File: src/hdl/gamePkg.sv
// Game widths, level constants, play sequence table and controller state type

package gamePkg;

    // One LED or key per bit, one-hot for a real play
    typedef logic [3:0] playT;

    // Sequence index, doubles as the round number
    typedef logic [3:0] addrT;

    // Entries in the fixed sequence
    localparam int seqLen = 16;

    // Rounds played at the easy length level
    // Hard level runs the whole sequence
    localparam int easyRounds = 8;

    // Fixed sequence shown on the LEDs
    localparam playT playSequence [seqLen] = '{
        4'b0001, 4'b0010, 4'b0100, 4'b1000,
        4'b0100, 4'b0010, 4'b0001, 4'b0001,
        4'b0010, 4'b0010, 4'b0100, 4'b0100,
        4'b1000, 4'b1000, 4'b0001, 4'b0100
    };

    // Controller states
    typedef enum logic [3:0] {
        idle,
        prepare,
        showPlay,
        nextShow,
        waitPlay,
        registerPlay,
        comparePlay,
        nextAddress,
        nextRound,
        endWon,
        endLost,
        endTimeout
    } gameStateT;

endpackage

File: src/hdl/timerPkg.sv
// Tick counts and counter widths for the show and reply timeout timers

package timerPkg;

    // One show slot at the 1 kHz board clock
    // Lit for the first half, dark for the second
    localparam int showTicks = 1000;

    // Show counter width, holds up to showTicks-1
    localparam int showWidth = 10;

    // Reply timeout at the easy time level
    // Hard level stops at half of this count
    localparam int timeoutTicks = 3000;

    // Timeout counter width, holds up to timeoutTicks-1
    localparam int timeoutWidth = 12;

endpackage

File: src/hdl/moduloCounter.sv
// Modulo counter with asynchronous and synchronous clear, end and half flags

`timescale 1ns/1ps

module moduloCounter #(
    parameter int modulus = 16,
    parameter int width = 4
) (
    input  logic             clock,
    input  logic             rstN,
    // Clears at once, outside the clock
    input  logic             clearAsync,
    // Clears on the next clock edge
    input  logic             clearSync,
    input  logic             count,
    output logic [width-1:0] value,
    output logic             atEnd,
    output logic             atHalf
);

    // Reset and asynchronous clear share the flop clear pin
    logic clearN;

    assign clearN = rstN & ~clearAsync;

    always_ff @(posedge clock or negedge clearN) begin
        if (!clearN) begin
            value <= '0;
        end else if (clearSync) begin
            value <= '0;
        end else if (count) begin
            // Wrap after the last value
            if (value == width'(modulus - 1)) begin
                value <= '0;
            end else begin
                value <= value + 1'b1;
            end
        end
    end

    // Flags follow the count directly
    assign atEnd  = (value == width'(modulus - 1));
    assign atHalf = (value >= width'(modulus / 2));

endmodule

File: src/hdl/gameDatapath.sv
// Game datapath with level and play registers, key edge detector, sequence lookup,
// address, round and timer counters and the comparisons for the controller

`timescale 1ns/1ps

module gameDatapath (
    input  logic          clock,
    input  logic          rstN,

    // Player inputs
    input  gamePkg::playT keys,
    // High selects 16 rounds, low selects 8
    input  logic          levelRounds,
    // High selects the short timeout
    input  logic          levelTime,

    // Controller phase
    input  logic          showing,
    input  logic          waiting,

    // Control strobes
    input  logic          clearLevels,
    input  logic          loadLevels,
    input  logic          clearPlay,
    input  logic          loadPlay,
    input  logic          clearAddr,
    input  logic          countAddr,
    input  logic          clearRound,
    input  logic          countRound,
    input  logic          clearShow,
    input  logic          countShow,
    input  logic          clearTimeout,
    input  logic          countTimeout,

    // Conditions back to the controller
    output logic          playMade,
    output logic          playCorrect,
    output logic          addrEqRound,
    output logic          lastRound,
    output logic          showEnd,
    output logic          showHalf,
    output logic          timeoutEnd,

    // Board outputs
    output gamePkg::playT leds,
    output gamePkg::addrT round
);

    // Latched levels
    logic levelRoundsReg;
    logic levelTimeReg;

    // Registered player key pattern
    gamePkg::playT play;

    // Key edge detector
    logic anyKey;
    logic anyKeyPrev;

    // Sequence lookup
    gamePkg::addrT addr;
    gamePkg::playT seqEntry;

    // Timeout flags before level selection
    logic timeoutFull;
    logic timeoutHalf;

    // Levels are latched once per game
    always_ff @(posedge clock or negedge rstN) begin
        if (!rstN) begin
            levelRoundsReg <= 1'b0;
            levelTimeReg   <= 1'b0;
        end else if (clearLevels) begin
            levelRoundsReg <= 1'b0;
            levelTimeReg   <= 1'b0;
        end else if (loadLevels) begin
            levelRoundsReg <= levelRounds;
            levelTimeReg   <= levelTime;
        end
    end

    // Play register, loaded while keys are still held
    always_ff @(posedge clock or negedge rstN) begin
        if (!rstN) begin
            play <= '0;
        end else if (clearPlay) begin
            play <= '0;
        end else if (loadPlay) begin
            play <= keys;
        end
    end

    // Pulse on zero to nonzero change of the keys
    assign anyKey = |keys;

    always_ff @(posedge clock or negedge rstN) begin
        if (!rstN) begin
            anyKeyPrev <= 1'b0;
        end else begin
            anyKeyPrev <= anyKey;
        end
    end

    assign playMade = anyKey & ~anyKeyPrev;

    // Registered lookup, one cycle behind the address
    always_ff @(posedge clock) begin
        seqEntry <= gamePkg::playSequence[addr];
    end

    // Position inside the current round
    moduloCounter #(.modulus(gamePkg::seqLen), .width($bits(gamePkg::addrT))) addrCounter (
        .clock      (clock),
        .rstN       (rstN),
        .clearAsync (1'b0),
        .clearSync  (clearAddr),
        .count      (countAddr),
        .value      (addr),
        .atEnd      (),
        .atHalf     ()
    );

    // Current round number
    moduloCounter #(.modulus(gamePkg::seqLen), .width($bits(gamePkg::addrT))) roundCounter (
        .clock      (clock),
        .rstN       (rstN),
        .clearAsync (1'b0),
        .clearSync  (clearRound),
        .count      (countRound),
        .value      (round),
        .atEnd      (),
        .atHalf     ()
    );

    // Show slot timer
    moduloCounter #(.modulus(timerPkg::showTicks), .width(timerPkg::showWidth)) showTimer (
        .clock      (clock),
        .rstN       (rstN),
        .clearAsync (1'b0),
        .clearSync  (clearShow),
        .count      (countShow),
        .value      (),
        .atEnd      (showEnd),
        .atHalf     (showHalf)
    );

    // Reply timer, restarted by every new key press
    moduloCounter #(.modulus(timerPkg::timeoutTicks), .width(timerPkg::timeoutWidth)) timeoutTimer (
        .clock      (clock),
        .rstN       (rstN),
        .clearAsync (playMade),
        .clearSync  (clearTimeout),
        .count      (countTimeout),
        .value      (),
        .atEnd      (timeoutFull),
        .atHalf     (timeoutHalf)
    );

    // Comparisons
    assign playCorrect = (seqEntry == play);
    assign addrEqRound = (addr == round);

    // Final round depends on the length level
    assign lastRound = levelRoundsReg ? (round == gamePkg::addrT'(gamePkg::seqLen - 1))
                                      : (round == gamePkg::addrT'(gamePkg::easyRounds - 1));

    // Short timeout stops at half count
    assign timeoutEnd = levelTimeReg ? timeoutHalf : timeoutFull;

    // Lit half of a show slot, echo of the play while waiting, dark otherwise
    always_comb begin
        if (showing && !showHalf) begin
            leds = seqEntry;
        end else if (waiting) begin
            leds = play;
        end else begin
            leds = '0;
        end
    end

endmodule

File: src/hdl/gameController.sv
// Game FSM producing the datapath strobes, phase outputs and result flags

`timescale 1ns/1ps

module gameController (
    input  logic clock,
    input  logic rstN,
    input  logic start,

    // Conditions from the datapath
    input  logic playMade,
    input  logic playCorrect,
    input  logic addrEqRound,
    input  logic lastRound,
    input  logic showEnd,
    input  logic showHalf,
    input  logic timeoutEnd,

    // Datapath strobes
    output logic clearLevels,
    output logic loadLevels,
    output logic clearPlay,
    output logic loadPlay,
    output logic clearAddr,
    output logic countAddr,
    output logic clearRound,
    output logic countRound,
    output logic clearShow,
    output logic countShow,
    output logic clearTimeout,
    output logic countTimeout,

    // Phase and result
    output logic showing,
    output logic waiting,
    output logic won,
    output logic lost,
    output logic timedOut
);

    gamePkg::gameStateT state;
    gamePkg::gameStateT nextState;

    // Start only counts from idle or a finished game
    logic canStart;

    always_ff @(posedge clock or negedge rstN) begin
        if (!rstN) begin
            state <= gamePkg::idle;
        end else begin
            state <= nextState;
        end
    end

    assign canStart = (state == gamePkg::idle) || (state == gamePkg::endWon)
                   || (state == gamePkg::endLost) || (state == gamePkg::endTimeout);

    always_comb begin
        nextState    = state;
        clearLevels  = 1'b0;
        loadLevels   = 1'b0;
        clearPlay    = 1'b0;
        loadPlay     = 1'b0;
        clearAddr    = 1'b0;
        countAddr    = 1'b0;
        clearRound   = 1'b0;
        countRound   = 1'b0;
        clearShow    = 1'b0;
        countShow    = 1'b0;
        clearTimeout = 1'b1;
        countTimeout = 1'b0;

        case (state)
            gamePkg::idle: begin
                clearLevels = 1'b1;
                clearAddr   = 1'b1;
            end
            gamePkg::prepare: begin
                loadLevels = 1'b1;
                clearPlay  = 1'b1;
                clearAddr  = 1'b1;
                clearRound = 1'b1;
                clearShow  = 1'b1;
                nextState  = gamePkg::showPlay;
            end
            gamePkg::showPlay: begin
                countShow = 1'b1;
                if (showEnd) begin
                    // Slot for the round's last play ends the show
                    if (addrEqRound) begin
                        clearAddr = 1'b1;
                        nextState = gamePkg::waitPlay;
                    end else begin
                        countAddr = 1'b1;
                        nextState = gamePkg::nextShow;
                    end
                end
            end
            // Lookup catches up with the new address
            gamePkg::nextShow: begin
                nextState = gamePkg::showPlay;
            end
            gamePkg::waitPlay: begin
                clearTimeout = 1'b0;
                countTimeout = 1'b1;
                if (playMade) begin
                    nextState = gamePkg::registerPlay;
                end else if (timeoutEnd) begin
                    nextState = gamePkg::endTimeout;
                end
            end
            gamePkg::registerPlay: begin
                loadPlay  = 1'b1;
                nextState = gamePkg::comparePlay;
            end
            gamePkg::comparePlay: begin
                if (!playCorrect) begin
                    nextState = gamePkg::endLost;
                end else if (addrEqRound) begin
                    // Address parks at zero ahead of the next show
                    clearAddr = 1'b1;
                    nextState = lastRound ? gamePkg::endWon : gamePkg::nextRound;
                end else begin
                    nextState = gamePkg::nextAddress;
                end
            end
            gamePkg::nextAddress: begin
                countAddr = 1'b1;
                nextState = gamePkg::waitPlay;
            end
            gamePkg::nextRound: begin
                countRound = 1'b1;
                clearPlay  = 1'b1;
                clearShow  = 1'b1;
                nextState  = gamePkg::showPlay;
            end
            // End states keep address at zero so a new game shows entry 0 at once
            gamePkg::endWon, gamePkg::endLost, gamePkg::endTimeout: begin
                clearAddr = 1'b1;
            end
            default: begin
                nextState = gamePkg::idle;
            end
        endcase

        if (canStart && start) begin
            nextState = gamePkg::prepare;
        end
    end

    // Moore outputs
    assign showing  = (state == gamePkg::showPlay);
    assign waiting  = (state == gamePkg::waitPlay);
    assign won      = (state == gamePkg::endWon);
    assign lost     = (state == gamePkg::endLost);
    assign timedOut = (state == gamePkg::endTimeout);

endmodule

File: src/hdl/memoryGame.sv
// Memory game top with controller and datapath

`timescale 1ns/1ps

module memoryGame (
    input  logic          clock,
    input  logic          rstN,
    input  logic          start,
    input  gamePkg::playT keys,
    // High for 16 rounds
    input  logic          levelRounds,
    // High for the short reply timeout
    input  logic          levelTime,
    output gamePkg::playT leds,
    output gamePkg::addrT round,
    output logic          won,
    output logic          lost,
    output logic          timedOut
);

    // Control strobes
    logic clearLevels;
    logic loadLevels;
    logic clearPlay;
    logic loadPlay;
    logic clearAddr;
    logic countAddr;
    logic clearRound;
    logic countRound;
    logic clearShow;
    logic countShow;
    logic clearTimeout;
    logic countTimeout;

    // Phase
    logic showing;
    logic waiting;

    // Conditions
    logic playMade;
    logic playCorrect;
    logic addrEqRound;
    logic lastRound;
    logic showEnd;
    logic showHalf;
    logic timeoutEnd;

    gameController controller (
        .clock, .rstN, .start,
        .playMade, .playCorrect, .addrEqRound, .lastRound,
        .showEnd, .showHalf, .timeoutEnd,
        .clearLevels, .loadLevels, .clearPlay, .loadPlay,
        .clearAddr, .countAddr, .clearRound, .countRound,
        .clearShow, .countShow, .clearTimeout, .countTimeout,
        .showing, .waiting, .won, .lost, .timedOut
    );

    gameDatapath datapath (
        .clock, .rstN, .keys, .levelRounds, .levelTime,
        .showing, .waiting,
        .clearLevels, .loadLevels, .clearPlay, .loadPlay,
        .clearAddr, .countAddr, .clearRound, .countRound,
        .clearShow, .countShow, .clearTimeout, .countTimeout,
        .playMade, .playCorrect, .addrEqRound, .lastRound,
        .showEnd, .showHalf, .timeoutEnd,
        .leds, .round
    );

endmodule

File: config.mk
export PLATFORM = sky130hd
export DESIGN_NAME = memoryGame
export DESIGN_NICKNAME = d
export VERILOG_FILES = /design/src/hdl/gamePkg.sv /design/src/hdl/timerPkg.sv /design/src/hdl/moduloCounter.sv /design/src/hdl/gameDatapath.sv /design/src/hdl/gameController.sv /design/src/hdl/memoryGame.sv
export SDC_FILE = /design/constraint.sdc
export NUM_CORES = 1
export LEC_CHECK = 0
export BUFFER_PORTS_ARGS = -buffer_cell sky130_fd_sc_hd__buf_2
export CAP_MARGIN = 30
export CORE_ASPECT_RATIO = 1.2
export CORE_MARGIN = 2
export CORE_UTILIZATION = 44
export CTS_CLUSTER_DIAMETER = 60
export DETAILED_ROUTE_END_ITERATION = 10
export GPL_TIMING_DRIVEN = 0
export HOLD_SLACK_MARGIN = 0.15
export PLACE_DENSITY_LB_ADDON = 0.2
export RECOVER_POWER = 50
export SYNTH_ARGS = -nofsm -noshare
export SYNTH_HDL_FRONTEND = slang
export SYNTH_SLANG_ARGS = --single-unit
File: constraint.sdc
create_clock -name clock -period 2.1 [get_ports clock]
set_input_delay 0.42 -clock clock [delete_from_list [all_inputs] [get_ports clock]]
set_output_delay 0.42 -clock clock [all_outputs]
set_load 0.02 [all_outputs]
Yosys cells after proc, flatten, opt, wreduce, memory -nomap -nowiden
Memory sizes are Yosys's and may differ from the RTL's. A register that Yosys moved wholly into a read port is not among the register bits.
Cells that the tools add are included.

word-level totals
  output and inout bits = 11
  bits in read-only memories = 64
  memories = 1
  bits in registers = 41

memories
  memory           words  width  read ports  clocked after memory_dff  write ports  RTL line             RTL
  (no name shown)  16     4      1           1                         0            gameDatapath.sv:108  seqEntry <= gamePkg::playSequence[addr];

operators by class
  $lt $le $gt $ge = 2
  $add $sub $neg = 4
  reduce and logical (&&, ||, !) cells = 18
  bitwise logic cells = 5
  equal/unequal tests = 22
  muxes and demuxes = 45

operator list
  kind                                                                                   number
  4-bit 2-to-1 mux                                                                       16
  12-bit 2-to-1 mux                                                                      3
  10-bit 2-to-1 mux                                                                      3
  4-bit case mux with 7 select lines                                                     1
  4-bit equality test, second input constant                                             6
  4-bit by 3-bit equality test with 1-bit output, second input constant                  5
  1-bit 2-to-1 mux                                                                       19
  12-bit by 1-bit adder with 12-bit output, second input constant                        1
  12-bit equality test, second input constant                                            1
  12-bit by 11-bit greater-or-equal comparator with 1-bit output, second input constant  1
  10-bit by 1-bit adder with 10-bit output, second input constant                        1
  10-bit equality test, second input constant                                            1
  10-bit by 9-bit greater-or-equal comparator with 1-bit output, second input constant   1
  2-bit nonzero test                                                                     5
  4-bit by 1-bit adder with 4-bit output, second input constant                          2
  4-bit by 2-bit equality test with 1-bit output, second input constant                  2
  4-bit equality test                                                                    2
  4-bit OR reduction                                                                     2
  4-bit NOT with 5-bit output                                                            1
  5-bit OR reduction                                                                     1
  4-bit by 1-bit equality test with 1-bit output, second input constant                  1
  4-bit logical NOT                                                                      1
  2-bit by 1-bit != test with 1-bit output, second input constant                        2
  4-bit by 2-bit != test with 1-bit output, second input constant                        1
  12 further kinds                                                                       17

Longest topological paths before layout
  depth after elaboration = 7
  mapped depth = 7
  depth with buffers taken out = 6

Cells and area by module
From an unflattened synthesis, not the netlist that was laid out.

second synthesis, totals
  cells, all modules = 345
  area total of the unflattened synthesis = 2957.8 µm²

modules (own cells, without submodules)
  module                                  area each (µm²)  seq. area each (µm²)  cells an instance  instances
  moduloCounter at datapath.timeoutTimer  757.0            300.3                 82                 1
  gameDatapath                            633.1            255.2                 71                 1
  moduloCounter at datapath.showTimer     590.6            250.2                 69                 1
  gameController                          531.8            100.1                 76                 1
  moduloCounter at datapath.roundCounter  226.5            100.1                 24                 1
  moduloCounter at datapath.addrCounter   219.0            100.1                 23                 1

Worst setup path before layout
No wires, ideal clock.

  path kind = register to output
  start = register controller.state[2]
  end = output leds[0]
  arrival = 1746 ps
  path buffers = 2
  data required time = 1680 ps
  slack = -66 ps
  cell stages (with the launch flop) = 6
  cell sequence = dfrtp_1 -> buf_2 -> or4b_1 -> clkbuf_1 -> nor3_1 -> a22o_1

on the way
  cells in the longest elaborated chain, start to end = 3
  elaborated cells on any way between the ends = 5
  classes of those cells = eq/ne: 2; mux: 2; reduce/logical: 1

ends and longest elaborated chain
  what                                                                                                                     RTL line                                      RTL
  start, declared                                                                                                          gameController.sv:41                          gamePkg::gameStateT state;
  start signal, assigned                                                                                                   gameController.sv:49                          state <= gamePkg::idle;
  start signal, assigned                                                                                                   gameController.sv:51                          state <= nextState;
  4-bit by 3-bit equality test with 1-bit output / 4-bit by 2-bit equality test with 1-bit output (equally long branches)  gameController.sv:153, gameController.sv:152
  4-bit 2-to-1 mux / 1-bit logical AND (equally long branches)                                                             gameDatapath.sv:174, gameDatapath.sv:172
  4-bit 2-to-1 mux (*)                                                                                                     gameDatapath.sv:172                           if (showing && !showHalf) begin
  end, declared                                                                                                            memoryGame.sv:14                              output gamePkg::playT leds,

Every way passes the cells marked *; elsewhere a longest branch is shown, timed or not.

Worst setup path in the final report
  start = register controller.state[3]
  end = output leds[3]

Same word-level chain as after synthesis.

==> key figures <==
Floorplanning
  – CORE AREA: about 0.006 mm²
  – # rows: 31
  – Starting density of the core: 45.6%
  – I/O pin total: 20
  – Chip Height: roughly 90 µm
  – Die width: 76.3 µm
  – Area of the die: approximately 0.0069 mm²

Setup path
  – Kind of critical path: flip-flop to output pin
  – R2R Setup Slk: 0.12 ns
  – CP Launch Type: flip-flop
  – R2r worst-path depth: 8
  – Crit Reg-Reg Endpoint: datapath.showTimer.value[7]
  – WP data required: 1.68 ns
  – Maximum fanout along the worst path: 4
  – Crit. End Element: output pin
  – Reg2reg start: controller.state[0]
  – Crit path DAT: 1.87 ns

Timing
  – Max transition margin: -14.7%
  – Setup slack after layout: -0.188 ns
  – Max Clock Skew: roughly 0.0054 ns
  – Min Tclk post-route: roughly 2.3 ns
  – Fmax: 437 MHz
  – Max Slew Vio Count: 31
  – RSZ-0062 raised after global routing: yes
  – Final setup viols: 4
  – Final Cycle Share: 109%
  – Setup TNS: -0.692 ns
  – Final hold vios: 0
  – Actual slew at the worst max-slew pin: approximately 1.7 ns

Power
  – Leak pwr: roughly 1.4 nW
  – VDD IR max: between 0.0006 and 0.0007 V
  – Pwr per Cell Area: roughly 1100 mW/mm²
  – Pwr Total: between 0.003 and 0.004 W

Routing
  – DRT iter0 DRCs: approximately 150
  – DRT Wirelength: approximately 6600 µm
  – Drt wl/cell: 14.9 µm
  – Detailed-route via count: 2396
  – Post-DRT Antenna Nets: 0
  – Via density: roughly 5.5
  – Initial DRT Pass Iterations: 4
  – DRC: 0

Placed design
  – Place WS: -0.281 ns
  – PortBufs: 19
  – Gpl congestion: around 0.85
  – Hpwl dp: about 4500 µm
  – DP Cell Count: roughly 420

CTS
  – CTS max path bufs: 2
  – Number of hold buffers added after cts: 0
  – CTS tree: done
  – Clk sink count: 45
  – Worst-Skew Late Latency: around 0.31 ns
  – H-tree depth: 2
  – Clock-pin slew on the worst setup and hold paths: about 0.090 ns
  – Root Buffer Master: clkbuf_8
  – Number of buffers created by CTS: 5

Global routing
  – Total global routing overflow: 0
  – GRT Resource Usage Total: about a fifth
  – Antenna violations before repair: 0
  – Largest net degree at the start of global routing: 31
  – Vias in the first global route: between 2000 and 2500
  – First-pass GRT wire length: between 10000 and 15000 µm

Layout
  – Most frequent cells in the layout: nor2_1 (36), dfrtp_1 (35), nand2_1 (34), buf_4 (20), o21ai_0 (18)
  – Final core occ: a little under three fifths
  – Fill cells: ~600
  – Area Growth Syn to Fin: 21.4%
  – Ant diodes: 0
  – Commonest non-fill, non-tap cell in the layout: nor2_1
  – Layout cells sized above 1: between 10% and 20%
  – Final net count: 375
  – Layout Cells excl Fill: approximately 440

Logic synthesis
  – Synth Cell Area: roughly 0.0028 mm²
  – Seq/Total Area, Yosys: between 40% and 50%
  – Synthesis-stage register bit count: 45
  – Top FF cell, synth: dfrtp_1
  – Ys async rst share: between 90 and 100%
  – Syn. warnings: 0
  – EDFF count, synth: 0
  – Post-Syn Area per Cell: between 8 and 9 µm²
  – Gate count of the mapped netlist: 314
  – Unique masters post-synth: 50
  – Syn_nets: approximately 330

Worst hold path
  – Hold path cells: 3
  – Hold path startpoint: levelTime
  – Hold Path End: datapath.levelTimeReg
  – HP Class: primary input to flip-flop

Job
  – Max_cap viols: 1

Status
  – Failing checks: capacitance limit, slew limit, setup timing
  – Outcome: complete, but fails checks
worst max-delay path by stage:
stage,startpoint,end,slack [ns]
global route,controller.state[2],leds[2],-0.23
global placement,controller.state[0],datapath.showTimer.value[7],-0.32
floorplan,controller.state[2],leds[0],0.04
finish,controller.state[3],leds[3],-0.19
CTS,controller.state[3],leds[3],-0.28
detailed placement,datapath.play[3],datapath.addrCounter.value[1],-0.28
logic make-up after synthesis:
family,count (synthesis),synth area share [%]
buffers and inverters,31,4.44
adders and majority gates,10,4.53
DFF,45,40.1
and+or+nand+nor,131,24.1
muxes,7,3.08
xor gates and xnor gates,22,6.98
AOI/OAI and AO/OA,68,16.9
cells in the mapped netlist (2+ instances only):
cell type	count	area, µm²
nor2b_1	5	31.3
nor4_1	2	12.5
mux2i_1	4	40.0
xnor2_1	9	78.8
ha_1	10	125
inv_1	17	63.8
nor3_2	2	20.0
o22ai_1	2	12.5
a22o_1	7	61.3
a21oi_1	12	60.1
nand3_1	14	70.1
nand2_1	34	128
buf_2	5	25.0
and3b_1	2	17.5
or2_2	2	12.5
o21ai_0	18	90.1
dfxtp_1	4	80.1
o211ai_1	3	22.5
mux2_2	2	22.5
nor3_1	9	45.0
nand4_1	4	25.0
clkbuf_1	9	33.8
o31ai_1	4	30.0
nand2b_1	4	25.0
and3_1	7	43.8
dfrtp_1	41	1030
a311o_1	3	30.0
nor2_1	37	139
a22oi_1	6	45.0
xor2_1	13	114
a31oi_1	4	25.0
stage by stage:
step / instance area, µm² / hold slack (ns)
final: 3350 / 0.352
after global routing: 3350 / 0.360
after CTS: 3220 / 0.170
after detailed placement: 2980 / 0.471
after global placement: 2960 / 0.468
after floorplan: 2770 / 0.124
layout make-up:
type | count | area, µm² | share of cell area [%]
plain buffers | 11 | 53.8 | 1.61
clock buffers | 5 | 68.8 | 2.05
clock inverters | 3 | 65.1 | 1.94
inverters | 17 | 63.8 | 1.90
multi-input cells | 238 | 1630 | 48.5
flip-flops and latches | 45 | 1110 | 33.2
well taps | 82 | 103 | 3.06
repair buffers | 38 | 259 | 7.73
sequential cells by signal, summed over array words and instances (netlist names):
| signal | flops |
|---|---|
| controller.state | 4 |
| datapath.addrCounter.value | 4 |
| datapath.anyKeyPrev | 1 |
| datapath.levelRoundsReg | 1 |
| datapath.levelTimeReg | 1 |
| datapath.play | 4 |
| datapath.roundCounter.value | 4 |
| datapath.seqEntry | 4 |
| datapath.showTimer.value | 10 |
| datapath.timeoutTimer.value | 12 |
timing repair:
item,4_1_cts,5_1_grt
hold endpoints to repair,0,0
setup buffers,7,10
setup endpoints to repair,12,18
resized for setup,16,22
pin swaps,6,10
per-layer routing:
| layer | wire [µm] | share of wire, % | vias up | GRT usage, % |
|---|---|---|---|---|
| met4 | 108 | 1.6 | 0 | 5.91 |
| li1 | - | - | 1188 | - |
| met3 | 228 | 3.5 | 9 | 3.40 |
| met2 | 3460 | 53 | 46 | 36.3 |
| met5 | 0 | 0 | - | 0 |
| met1 | 2760 | 42 | 1153 | 23.7 |
worst max-delay path: stages, from the launching register on:
cell,delay (ns)
dfrtp_2,0.43
or4b_4,0.54
nor3_4,0.25
a22o_1,0.23
buf_6,0.12
power by group:
group | leakage [nW] | total (W) | internal, W | switching, W
Sequential | 0.578 | 0.00118 | 0.00101 | 0.000164
Clock | 0.0681 | 0.000782 | 0.000473 | 0.000309
Combinational | 0.732 | 0.00184 | 0.000763 | 0.00108
Total | 1.38 | 0.00380 | 0.00225 | 0.00155
Power figures use the tool's default switching activity.
